File: config.mk
export PLATFORM = sky130hd
export DESIGN_NAME = fc_top
export DESIGN_NICKNAME = d
export VERILOG_FILES = /design/src/common/fc_pkg.sv /design/src/hdl/fc_step_ctrl.sv /design/src/hdl/fc_top.sv /design/src/mac/fc_accum.sv /design/src/mac/fc_lane_sum.sv /design/src/weights/fc_weight_store.sv
export SDC_FILE = /design/constraint.sdc
export NUM_CORES = 1
export LEC_CHECK = 0
export ABC_AREA = 0
export ABC_CLOCK_PERIOD_IN_PS = 4100
export BUFFER_PORTS_ARGS = -buffer_cell sky130_fd_sc_hd__buf_2
export CORE_MARGIN = 5
export CORE_UTILIZATION = 55
export DETAILED_ROUTE_END_ITERATION = 16
export GPL_TIMING_DRIVEN = 1
export PLACE_DENSITY = 0.81
export SYNTH_ARGS = -nofsm -noshare
export SYNTH_HDL_FRONTEND = slang
export SYNTH_HIERARCHICAL = 1
export SYNTH_SLANG_ARGS = --single-unit
File: constraint.sdc
create_clock -name clk -period 4.1 [get_ports clk]
set_clock_uncertainty 0.15 [all_clocks]
set_input_delay 0.615 -clock clk [delete_from_list [all_inputs] [get_ports clk]]
set_output_delay 0.615 -clock clk [all_outputs]
set_load 0.02 [all_outputs]
File: src/common/fc_pkg.sv
package fc_pkg;

	// lane, beat sum and result width
	localparam int DATA_W = 32;

	typedef logic signed [DATA_W-1:0] data_t;

	// default layer shape
	localparam int DEF_LANES   = 6;   // parallel lanes per beat
	localparam int DEF_STEPS   = 16;  // beats per output neuron
	localparam int DEF_NEURONS = 2;

	// weight store fill state
	typedef enum logic
	{
		w_loading,
		w_ready
	} weight_state_e;

endpackage

File: src/hdl/fc_step_ctrl.sv
`timescale 1ns/1ps

module fc_step_ctrl import fc_pkg::*; #(
	parameter int STEPS   = DEF_STEPS,
	parameter int NEURONS = DEF_NEURONS,
	localparam int STEP_W = (STEPS > 1) ? $clog2(STEPS) : 1,
	localparam int NEU_W  = (NEURONS > 1) ? $clog2(NEURONS) : 1
) (
	input  logic              clk,
	input  logic              rstn,
	input  logic              in_valid,
	input  logic              ready,
	output logic [STEP_W-1:0] step_idx,
	output logic [NEU_W-1:0]  neuron_idx,
	output logic              beat_valid,
	output logic              beat_last,
	output logic [NEU_W-1:0]  beat_neuron
);

	logic neuron_wrap;

	// beats before the store is full are dropped here
	assign beat_valid  = in_valid && ready;
	assign beat_last   = (step_idx == STEP_W'(STEPS - 1));
	assign beat_neuron = neuron_idx;
	assign neuron_wrap = (neuron_idx == NEU_W'(NEURONS - 1));

	always_ff @(posedge clk or negedge rstn)
	begin
		if (!rstn)
		begin
			step_idx   <= '0;
			neuron_idx <= '0;
		end
		else if (beat_valid)
		begin
			if (beat_last)
			begin
				step_idx <= '0;
				// group done, move to next neuron
				if (neuron_wrap)
					neuron_idx <= '0;
				else
					neuron_idx <= neuron_idx + 1'b1;
			end
			else
			begin
				step_idx <= step_idx + 1'b1;
			end
		end
	end

endmodule

File: src/hdl/fc_top.sv
`timescale 1ns/1ps

module fc_top import fc_pkg::*; #(
	parameter int LANES   = DEF_LANES,
	parameter int STEPS   = DEF_STEPS,
	parameter int NEURONS = DEF_NEURONS,
	localparam int STEP_W = (STEPS > 1) ? $clog2(STEPS) : 1,
	localparam int NEU_W  = (NEURONS > 1) ? $clog2(NEURONS) : 1
) (
	input  logic                    clk,
	input  logic                    rstn,
	input  logic                    weight,
	input  logic                    weight_en,
	input  logic                    in_valid,
	input  logic [LANES*DATA_W-1:0] din,   // lane 0 in the low word
	output logic                    out_valid,
	output data_t                   dout,
	output logic [NEU_W-1:0]        out_neuron,
	output logic                    ready
);

	logic [STEP_W-1:0] step_idx;
	logic [NEU_W-1:0]  neuron_idx;
	logic [LANES-1:0]  lane_w;
	logic              beat_valid;
	logic              beat_last;
	logic [NEU_W-1:0]  beat_neuron;
	logic              sum_valid;
	logic              sum_last;
	logic [NEU_W-1:0]  sum_neuron;
	data_t             sum;

	fc_weight_store #(
		.LANES   (LANES),
		.STEPS   (STEPS),
		.NEURONS (NEURONS)
	) u_store (
		.clk        (clk),
		.rstn       (rstn),
		.weight     (weight),
		.weight_en  (weight_en),
		.step_idx   (step_idx),
		.neuron_idx (neuron_idx),
		.ready      (ready),
		.lane_w     (lane_w)
	);

	fc_step_ctrl #(
		.STEPS   (STEPS),
		.NEURONS (NEURONS)
	) u_ctrl (
		.clk         (clk),
		.rstn        (rstn),
		.in_valid    (in_valid),
		.ready       (ready),
		.step_idx    (step_idx),
		.neuron_idx  (neuron_idx),
		.beat_valid  (beat_valid),
		.beat_last   (beat_last),
		.beat_neuron (beat_neuron)
	);

	// weights for the current beat come back combinationally
	fc_lane_sum #(
		.LANES   (LANES),
		.NEURONS (NEURONS)
	) u_sum (
		.clk         (clk),
		.rstn        (rstn),
		.beat_valid  (beat_valid),
		.beat_last   (beat_last),
		.beat_neuron (beat_neuron),
		.din         (din),
		.lane_w      (lane_w),
		.sum_valid   (sum_valid),
		.sum_last    (sum_last),
		.sum_neuron  (sum_neuron),
		.sum         (sum)
	);

	fc_accum #(
		.NEURONS (NEURONS)
	) u_acc (
		.clk        (clk),
		.rstn       (rstn),
		.sum_valid  (sum_valid),
		.sum_last   (sum_last),
		.sum_neuron (sum_neuron),
		.sum        (sum),
		.out_valid  (out_valid),
		.dout       (dout),
		.out_neuron (out_neuron)
	);

endmodule

File: src/mac/fc_accum.sv
`timescale 1ns/1ps

module fc_accum import fc_pkg::*; #(
	parameter int NEURONS = DEF_NEURONS,
	localparam int NEU_W  = (NEURONS > 1) ? $clog2(NEURONS) : 1
) (
	input  logic             clk,
	input  logic             rstn,
	input  logic             sum_valid,
	input  logic             sum_last,
	input  logic [NEU_W-1:0] sum_neuron,
	input  data_t            sum,
	output logic             out_valid,
	output data_t            dout,
	output logic [NEU_W-1:0] out_neuron
);

	data_t acc;
	data_t acc_next;
	logic  finish;

	assign acc_next = acc + sum;   // wraps mod 2^32
	assign finish   = sum_valid && sum_last;

	always_ff @(posedge clk or negedge rstn)
	begin
		if (!rstn)
		begin
			acc       <= '0;
			out_valid <= 1'b0;
		end
		else
		begin
			out_valid <= finish;
			if (finish)
				acc <= '0;   // next group starts clean
			else if (sum_valid)
				acc <= acc_next;
		end
	end

	// result includes the last beat's sum
	always_ff @(posedge clk)
	begin
		if (finish)
		begin
			dout       <= acc_next;
			out_neuron <= sum_neuron;
		end
	end

endmodule

File: src/mac/fc_lane_sum.sv
`timescale 1ns/1ps

module fc_lane_sum import fc_pkg::*; #(
	parameter int LANES   = DEF_LANES,
	parameter int NEURONS = DEF_NEURONS,
	localparam int NEU_W  = (NEURONS > 1) ? $clog2(NEURONS) : 1,
	localparam int DEPTH  = 4   // sign stage plus three tree levels
) (
	input  logic                    clk,
	input  logic                    rstn,
	input  logic                    beat_valid,
	input  logic                    beat_last,
	input  logic [NEU_W-1:0]        beat_neuron,
	input  logic [LANES*DATA_W-1:0] din,
	input  logic [LANES-1:0]        lane_w,
	output logic                    sum_valid,
	output logic                    sum_last,
	output logic [NEU_W-1:0]        sum_neuron,
	output data_t                   sum
);

	// node count at a given tree level
	function automatic int level_size(int lvl);
		int n;
		n = LANES;
		for (int k = 0; k < lvl; k++)
			n = (n + 1) / 2;
		return n;
	endfunction

	// level 0 holds the sign-selected lanes
	data_t            tree [DEPTH][LANES];
	logic [DEPTH-1:0] valid_sr;
	logic [DEPTH-1:0] last_sr;
	logic [NEU_W-1:0] neuron_sr [DEPTH];

	// weight 1 passes the lane, weight 0 negates it
	always_ff @(posedge clk)
	begin
		for (int l = 0; l < LANES; l++)
			tree[0][l] <= lane_w[l] ? data_t'(din[l*DATA_W +: DATA_W])
				: -data_t'(din[l*DATA_W +: DATA_W]);
	end

	// pairwise adds, odd leftover node is carried one level
	for (genvar lv = 1; lv < DEPTH; lv++)
	begin : g_lvl
		for (genvar i = 0; i < level_size(lv); i++)
		begin : g_node
			if (2 * i + 1 < level_size(lv - 1))
			begin : g_add
				always_ff @(posedge clk)
				begin
					tree[lv][i] <= tree[lv-1][2*i] + tree[lv-1][2*i+1];
				end
			end
			else
			begin : g_pass
				always_ff @(posedge clk)
				begin
					tree[lv][i] <= tree[lv-1][2*i];
				end
			end
		end
	end

	// tags follow the data through the same number of stages
	always_ff @(posedge clk or negedge rstn)
	begin
		if (!rstn)
			valid_sr <= '0;
		else
			valid_sr <= {valid_sr[DEPTH-2:0], beat_valid};
	end

	always_ff @(posedge clk)
	begin
		last_sr      <= {last_sr[DEPTH-2:0], beat_last};
		neuron_sr[0] <= beat_neuron;
		for (int k = 1; k < DEPTH; k++)
			neuron_sr[k] <= neuron_sr[k-1];
	end

	assign sum_valid  = valid_sr[DEPTH-1];
	assign sum_last   = last_sr[DEPTH-1];
	assign sum_neuron = neuron_sr[DEPTH-1];
	assign sum        = tree[DEPTH-1][0];   // single node for up to 8 lanes

endmodule

File: src/weights/fc_weight_store.sv
`timescale 1ns/1ps

module fc_weight_store import fc_pkg::*; #(
	parameter int LANES   = DEF_LANES,
	parameter int STEPS   = DEF_STEPS,
	parameter int NEURONS = DEF_NEURONS,
	localparam int TOTAL  = LANES * STEPS * NEURONS,
	localparam int ADDR_W = $clog2(TOTAL + 1),
	localparam int STEP_W = (STEPS > 1) ? $clog2(STEPS) : 1,
	localparam int NEU_W  = (NEURONS > 1) ? $clog2(NEURONS) : 1
) (
	input  logic              clk,
	input  logic              rstn,
	input  logic              weight,
	input  logic              weight_en,
	input  logic [STEP_W-1:0] step_idx,
	input  logic [NEU_W-1:0]  neuron_idx,
	output logic              ready,
	output logic [LANES-1:0]  lane_w
);

	weight_state_e     state;
	logic [ADDR_W-1:0] waddr;   // stops at TOTAL
	logic [TOTAL-1:0]  w_bits;
	logic [ADDR_W-1:0] base;
	logic              wr_en;

	assign wr_en = weight_en && (state == w_loading);
	assign ready = (state == w_ready);

	// serial fill, one bit per enabled cycle
	always_ff @(posedge clk or negedge rstn)
	begin
		if (!rstn)
		begin
			state <= w_loading;
			waddr <= '0;
		end
		else if (wr_en)
		begin
			waddr <= waddr + 1'b1;
			if (waddr == ADDR_W'(TOTAL - 1))
				state <= w_ready;   // last bit lands on this edge
		end
	end

	always_ff @(posedge clk)
	begin
		if (wr_en)
			w_bits[waddr] <= weight;
	end

	// neuron block, then lane block, then step
	assign base = ADDR_W'(neuron_idx) * ADDR_W'(LANES * STEPS) + ADDR_W'(step_idx);

	always_comb
	begin
		for (int l = 0; l < LANES; l++)
			lane_w[l] = w_bits[base + ADDR_W'(l * STEPS)];
	end

endmodule
== Word-level counts from Yosys, hierarchy flattened ==
Memory sizes are Yosys's and may differ from the RTL's. A register that Yosys moved wholly into a read port is not among the register bits.
Index checks and enable logic that the tools add are counted.

* Memories kept: 2
* Bits of input ports: 197
* RAM bits: 772
* Register bits: 279

* $lt $le $gt $ge: 8
* $mul: 1
* Bitwise operators: 1
* Add/subtract/negate cells: 21
* Mux-type cells: 25
* Eq/ne operators: 2
* Reduce and logical (&&, ||, !) cells: 7

{| class="wikitable"
|+ Memory list
! memory !! depth !! width !! read ports !! clocked after memory_dff !! write ports !! line !! text
|-
| u_sum.tree || 4 || 192 || 4 || 0 || 4 || fc_lane_sum.sv:32 || <nowiki>data_t tree [DEPTH][LANES];</nowiki>
|-
| u_sum.neuron_sr || 4 || 1 || 4 || 1 || 4 || fc_lane_sum.sv:35 || <nowiki>logic [NEU_W-1:0] neuron_sr [DEPTH];</nowiki>
|}

{| class="wikitable"
|+ Operator list
! operator !! number
|-
| 2-to-1 mux 32 bit || 8
|-
| adder 32 bit || 6
|-
| bitwise mux 192 bit || 1
|-
| negation 32 bit || 6
|-
| < comparator 8 x 9 -> 1 bit, second input constant || 7
|-
| binary-select mux 1 bit (select 8 bit) || 6
|-
| adder 8 x 6 -> 8 bit, second input constant || 2
|-
| adder 8 x 7 -> 8 bit, second input constant || 2
|-
| adder 8 x 1 -> 8 bit, second input constant || 1
|-
| adder 8 x 4 -> 8 bit || 1
|-
| adder 8 x 5 -> 8 bit, second input constant || 1
|-
| demux 1 bit (select 8 bit) || 1
|-
| == test 8 bit, second input constant || 1
|-
| greater-or-equal comparator 8 x 1 -> 1 bit, second input constant || 1
|-
| 2-to-1 mux 1 bit || 8
|-
| adder 4 x 1 -> 4 bit, second input constant || 1
|-
| == test 4 bit, second input constant || 1
|-
| logical AND 1 bit || 4
|-
| 2-to-1 mux 4 bit || 1
|-
| AND reduction 2 bit || 2
|-
| multiplier 1 x 2 -> 3 bit, second input constant || 1
|-
| nonzero test 2 bit || 1
|-
| adder 1 bit, second input constant || 1
|-
| inverter 1 bit || 1
|}

== Logic depth before layout (Yosys ltp) ==
* Depth in word-level cells: 6
* Mapped depth: 11
* Gate-level depth less buffers: 10

== By module ==
The synthesis kept the hierarchy.

{| class="wikitable"
|+ By module, submodules not included
! module !! times used !! area each (sq um) !! seq. area each (sq um) !! cells each
|-
| fc_lane_sum || 1 || 20043.0 || 7947.6 || 2152
|-
| fc_weight_store || 1 || 8789.7 || 5990.7 || 577
|-
| fc_accum || 1 || 4025.1 || 1816.7 || 378
|-
| fc_step_ctrl || 1 || 254.0 || 125.1 || 22
|}

== Least setup slack after synthesis ==
No wires, ideal clock.

* Path kind: flip-flop to flip-flop
* Start: reg u_ctrl.step_idx[2]
* End: mem u_sum/tree[0][25] (netlist bit)
* Setup slack: 0.871 ns
* Arrival time: 2.961 ns
* Stages on the path, launching flop included: 12
* Data required time: 3.832 ns
* Period minus slack after synthesis: 3.229 ns
* Cell sequence: dfrtp_1 clkbuf_1 clkbuf_1 mux4_2 mux4_2 mux2_2 clkbuf_1 inv_1 nand2_1 o21ai_1 nor2_1 xnor2_1

{| class="wikitable"
|+ RTL lines
! what !! line !! text
|-
| start, declared || fc_step_ctrl.sv:13 || <nowiki>output logic [STEP_W-1:0] step_idx,</nowiki>
|-
| start signal, assigned || fc_step_ctrl.sv:48 || <nowiki>step_idx <= step_idx + 1'b1;</nowiki>
|-
| end, declared || fc_lane_sum.sv:32 ||
|}

==> results.md <==
- Category of the critical setup timing path: flip-flop to flip-flop
- Async set or reset register ratio after synthesis: 7.63%
- Layout Utilization: 62.2%
- Depth of the most critical reg-to-reg path: 8
- Hold violation count in the final report: 0
- First drt pass iteration count: 6
- Filler cell count: 4671
- Count of warnings emitted by yosys: 6
- Crit-path cells: buf_4 > mux4_2 > mux4_2 > mux2_2 > a31oi_1 > nor2_1 > o21ai_0 > xor2_1
- # rows: 90
- Non-filler instance count after layout: 4188
- Worst reg2reg path endpoint: u_sum/tree[0][116]
- Number of H-tree levels: 3
- Count of flip-flops with a built-in enable after synthesis: 225
- Global-route usage over all layers: 24.1%
- Number of cells on the worst hold path: 2
- Initial cell density of the core: 55.2%
- Via density per instance: 5.89
- Setup slack of the most critical reg-to-reg path: 0.67 ns
- Leakage component of the power: 0.0152 µW
- Synth top area share: 23.7%
- DRC violation total after the first TritonRoute iteration: 2049
- Dpl ws: 0.760 ns
- Total power draw: 21700 µW
- Count of endpoints failing setup in the final report: 0
- PD cells: 580 nW/µm²
- Most numerous cell on the critical path: mux4_2
- Status: finished clean
- Clock tree from TritonCTS: built
- Total placed cells including tap cells: 4040
- Slowest stage cell on the critical path: dfrtp_2
- Most used cells in the layout excluding fill and tap cells: dfxtp_1, nor2_1, a21oi_1
- Congestion Overflow GR: 0
- Horizontal die dimension: 255 µm
- Routability congestion estimate: 0.928
- Synthesized area divided by synthesized cell count: 10.6 µm²
- Cell taking the most area after synthesis: dfxtp_1
- Cell types occupying the most area after synthesis: dfxtp_1, edfxtp_1, ha_1
- Hold Crit Start: din[159]
- Die area: 65200 µm²
- Number of buffers between clock root and the deepest sink: 3
- Normalized max-slew margin: 35.7%
- Count of max-cap constraint violations: 0
- CP Data Required Time: 4.47 ns
- Clock-pin slew on the worst setup and hold paths: 0.06 ns
- Wire length after detailed routing: 81600 µm
- Crit end category: flip-flop
- Slew @ Worst Pin: 0.965 ns
- Fraction of final layout cells with drive strength greater than 1: 15.1%
- Number of synthesized register bits: 668
- Number of buffers inserted by port buffering: 231
- Critical path's largest stage delay: 0.52 ns
- Period utilization: 83.8%
- Post-detail-place hpwl: 60500 µm
- Number of distinct standard cells referenced by the synthesized netlist: 105
- Total Negative Setup Slacks: 0 ns
- Wire length per cell: 19.5 µm
- Global-route wire length before repair: 128000 µm
- Post-CTS Setup Repair Bufs: 0
- Type of origin of the critical path: flip-flop
- Leading cell type in the layout, fill and taps excluded: dfxtp_1
- Inserted Clock Buffers: 71
- Final worst path period need: 3.43 ns
- Worst R2R Start: u_ctrl/step_idx[1]
- Final max-slew violation count: 0
- Largest net degree at the start of global routing: 120
- Antenna violations before repair: 25
- Clock latency of the later-clocked register in the worst-skew pair: 0.61 ns
- Via count: 24672
- Vert. Die Dim: 255 µm
- Hold EP: u_sum/tree[0][63]
- Primary FF master, synth: dfxtp_1
- Net count, final: 3738
- Instance count of the mapped netlist: 3129
- Maximum vdd drop: 332 µV
- RSZ-0062 raised after global routing: no
- Boundary pin count: 232
- Post-layout worst setup margin: 0.665 ns
- Post-synthesis instance area: 33100 µm²
- Number of global-route vias before repair: 24240
- Crit path max fanout: 18
- Clock tree root buffer cell: clkbuf_16
- TritonCTS sink count: 668
- Max frequency: 291 MHz
- Placeable core area: 60000 µm²
- Mapped Nets: 3529
- Sequential fraction of the synthesis area: 48.0%
- Endpoint arrival time on the critical path: 3.80 ns
- Remaining antenna violation count after routing: 0
- Post-route DRC violation count: 0
- Path class of the lowest-slack min-delay path: input port to flip-flop
- Area overhead of the layout relative to synthesis: 12.8%
[where the power goes]
part | internal, µW | switching (µW)
registers | 7890 | 488
logic | 2840 | 4060
clock network | 3790 | 2590
[critical path, delay by kind of cell, from the launching register on]
kind	cells	cell delay [ns]
flops	1	0.52
simple gates	1	0.19
buf+inv	1	0.31
xor+xnor	1	0.22
compound gates	2	0.48
mux	3	1.46
[metal layers]
| layer | GRT usage, % | vias up | routed length, µm |
|---|---|---|---|
| met5 | 0 | - | 73 |
| met4 | 8.34 | 12 | 2630 |
| met3 | 4.73 | 188 | 5820 |
| met2 | 41.0 | 939 | 39800 |
| met1 | 31.0 | 11810 | 33200 |
| li1 | - | 11723 | - |
[sequential cells by signal (all words and copies together) (netlist names)]
name                cells
u_sum/valid_sr          4
u_sum/last_sr           4
u_store/waddr           8
u_sum/tree            384
u_ctrl/beat_neuron      1
u_acc/out_neuron        1
u_acc/acc              32
u_ctrl/step_idx         4
u_store/w_bits        192
u_acc/out_valid         1
u_acc/dout             32
u_sum/neuron_sr         4
u_store/ready           1
[what timing repair did]
item	CTS	global route
endpoints found under the hold margin	39	0
endpoints found under the setup margin	0	0
resized for setup	0	0
hold buffers	7	0
[kinds of logic (layout without fill, tap and decap cells)]
family,after synthesis,after routing,share of synthesized area [%]
AOI/OAI and AO/OA,715,715,14.4
xor gates and xnor gates,355,355,9.39
adders and majority gates,203,203,7.81
buffers and inverters,226,488,3.05
DFF,668,668,48.0
muxes,77,77,4.66
other,0,15,0
and+or+nand+nor,885,885,12.8
[worst max-delay path by stage]
| stage | start | to | slack (ns) |
|---|---|---|---|
| floorplan | u_ctrl/step_idx[2] | u_sum/tree[0][25] | 0.87 |
| global placement | u_ctrl/step_idx[1] | u_sum/tree[0][90] | 0.87 |
| detailed placement | u_ctrl/step_idx[1] | u_sum/tree[0][124] | 0.76 |
| CTS | u_ctrl/step_idx[1] | u_sum/tree[0][116] | 0.63 |
| global route | u_ctrl/step_idx[1] | u_sum/tree[0][116] | 0.53 |
| finish | u_ctrl/step_idx[1] | u_sum/tree[0][116] | 0.67 |
[final cells by class]
type / instances / area, µm² / share of cell area, %
clock buffers: 97 / 2060 / 5.51
inverters: 88 / 330 / 0.884
clock inverters: 29 / 298 / 0.797
flip-flops and latches: 668 / 15900 / 42.5
multi-input cells: 2235 / 16200 / 43.5
well taps: 782 / 978 / 2.62
repair buffers: 274 / 1540 / 4.11
diodes: 15 / 37.5 / 0.100
[per-stage QoR]
step | hold slack (ns) | cell area, µm²
2_1_floorplan | 0.160 | 33100
3_3_place_gp | 0.160 | 34900
3_5_place_dp | 0.162 | 34900
4_1_cts | 0.0175 | 37300
5_1_grt | 0.0282 | 37300
6_report | 0.0487 | 37400
[synthesized netlist by cell type, drive strengths merged (6+ instances only)]
cell type and number:
dfxtp 392, nor2 391, a21oi 240, edfxtp 225, ha 197, xor2 193
xnor2 162, nand2 142, o21ai 116, a21o 102, clkbuf 92, inv 88
nor3 66, mux4 60, nand3 55, dfrtp 51, buf 46, and3 38
nor4 37, a31oi 32, o21bai 31, nor2b 29, a22o 26, nand2b 25
a211oi 24, nand4 21, o21a 17, and2 16, or3 16, mux2 14
or4 13, o211ai 12, o31ai 12, a41oi 10, a311oi 9, nor3b 9
a31o 8, o41ai 8, a221oi 7, o2111ai 7, o221ai 7, fa 6
nand3b 6
Power figures use the tool's default switching activity.
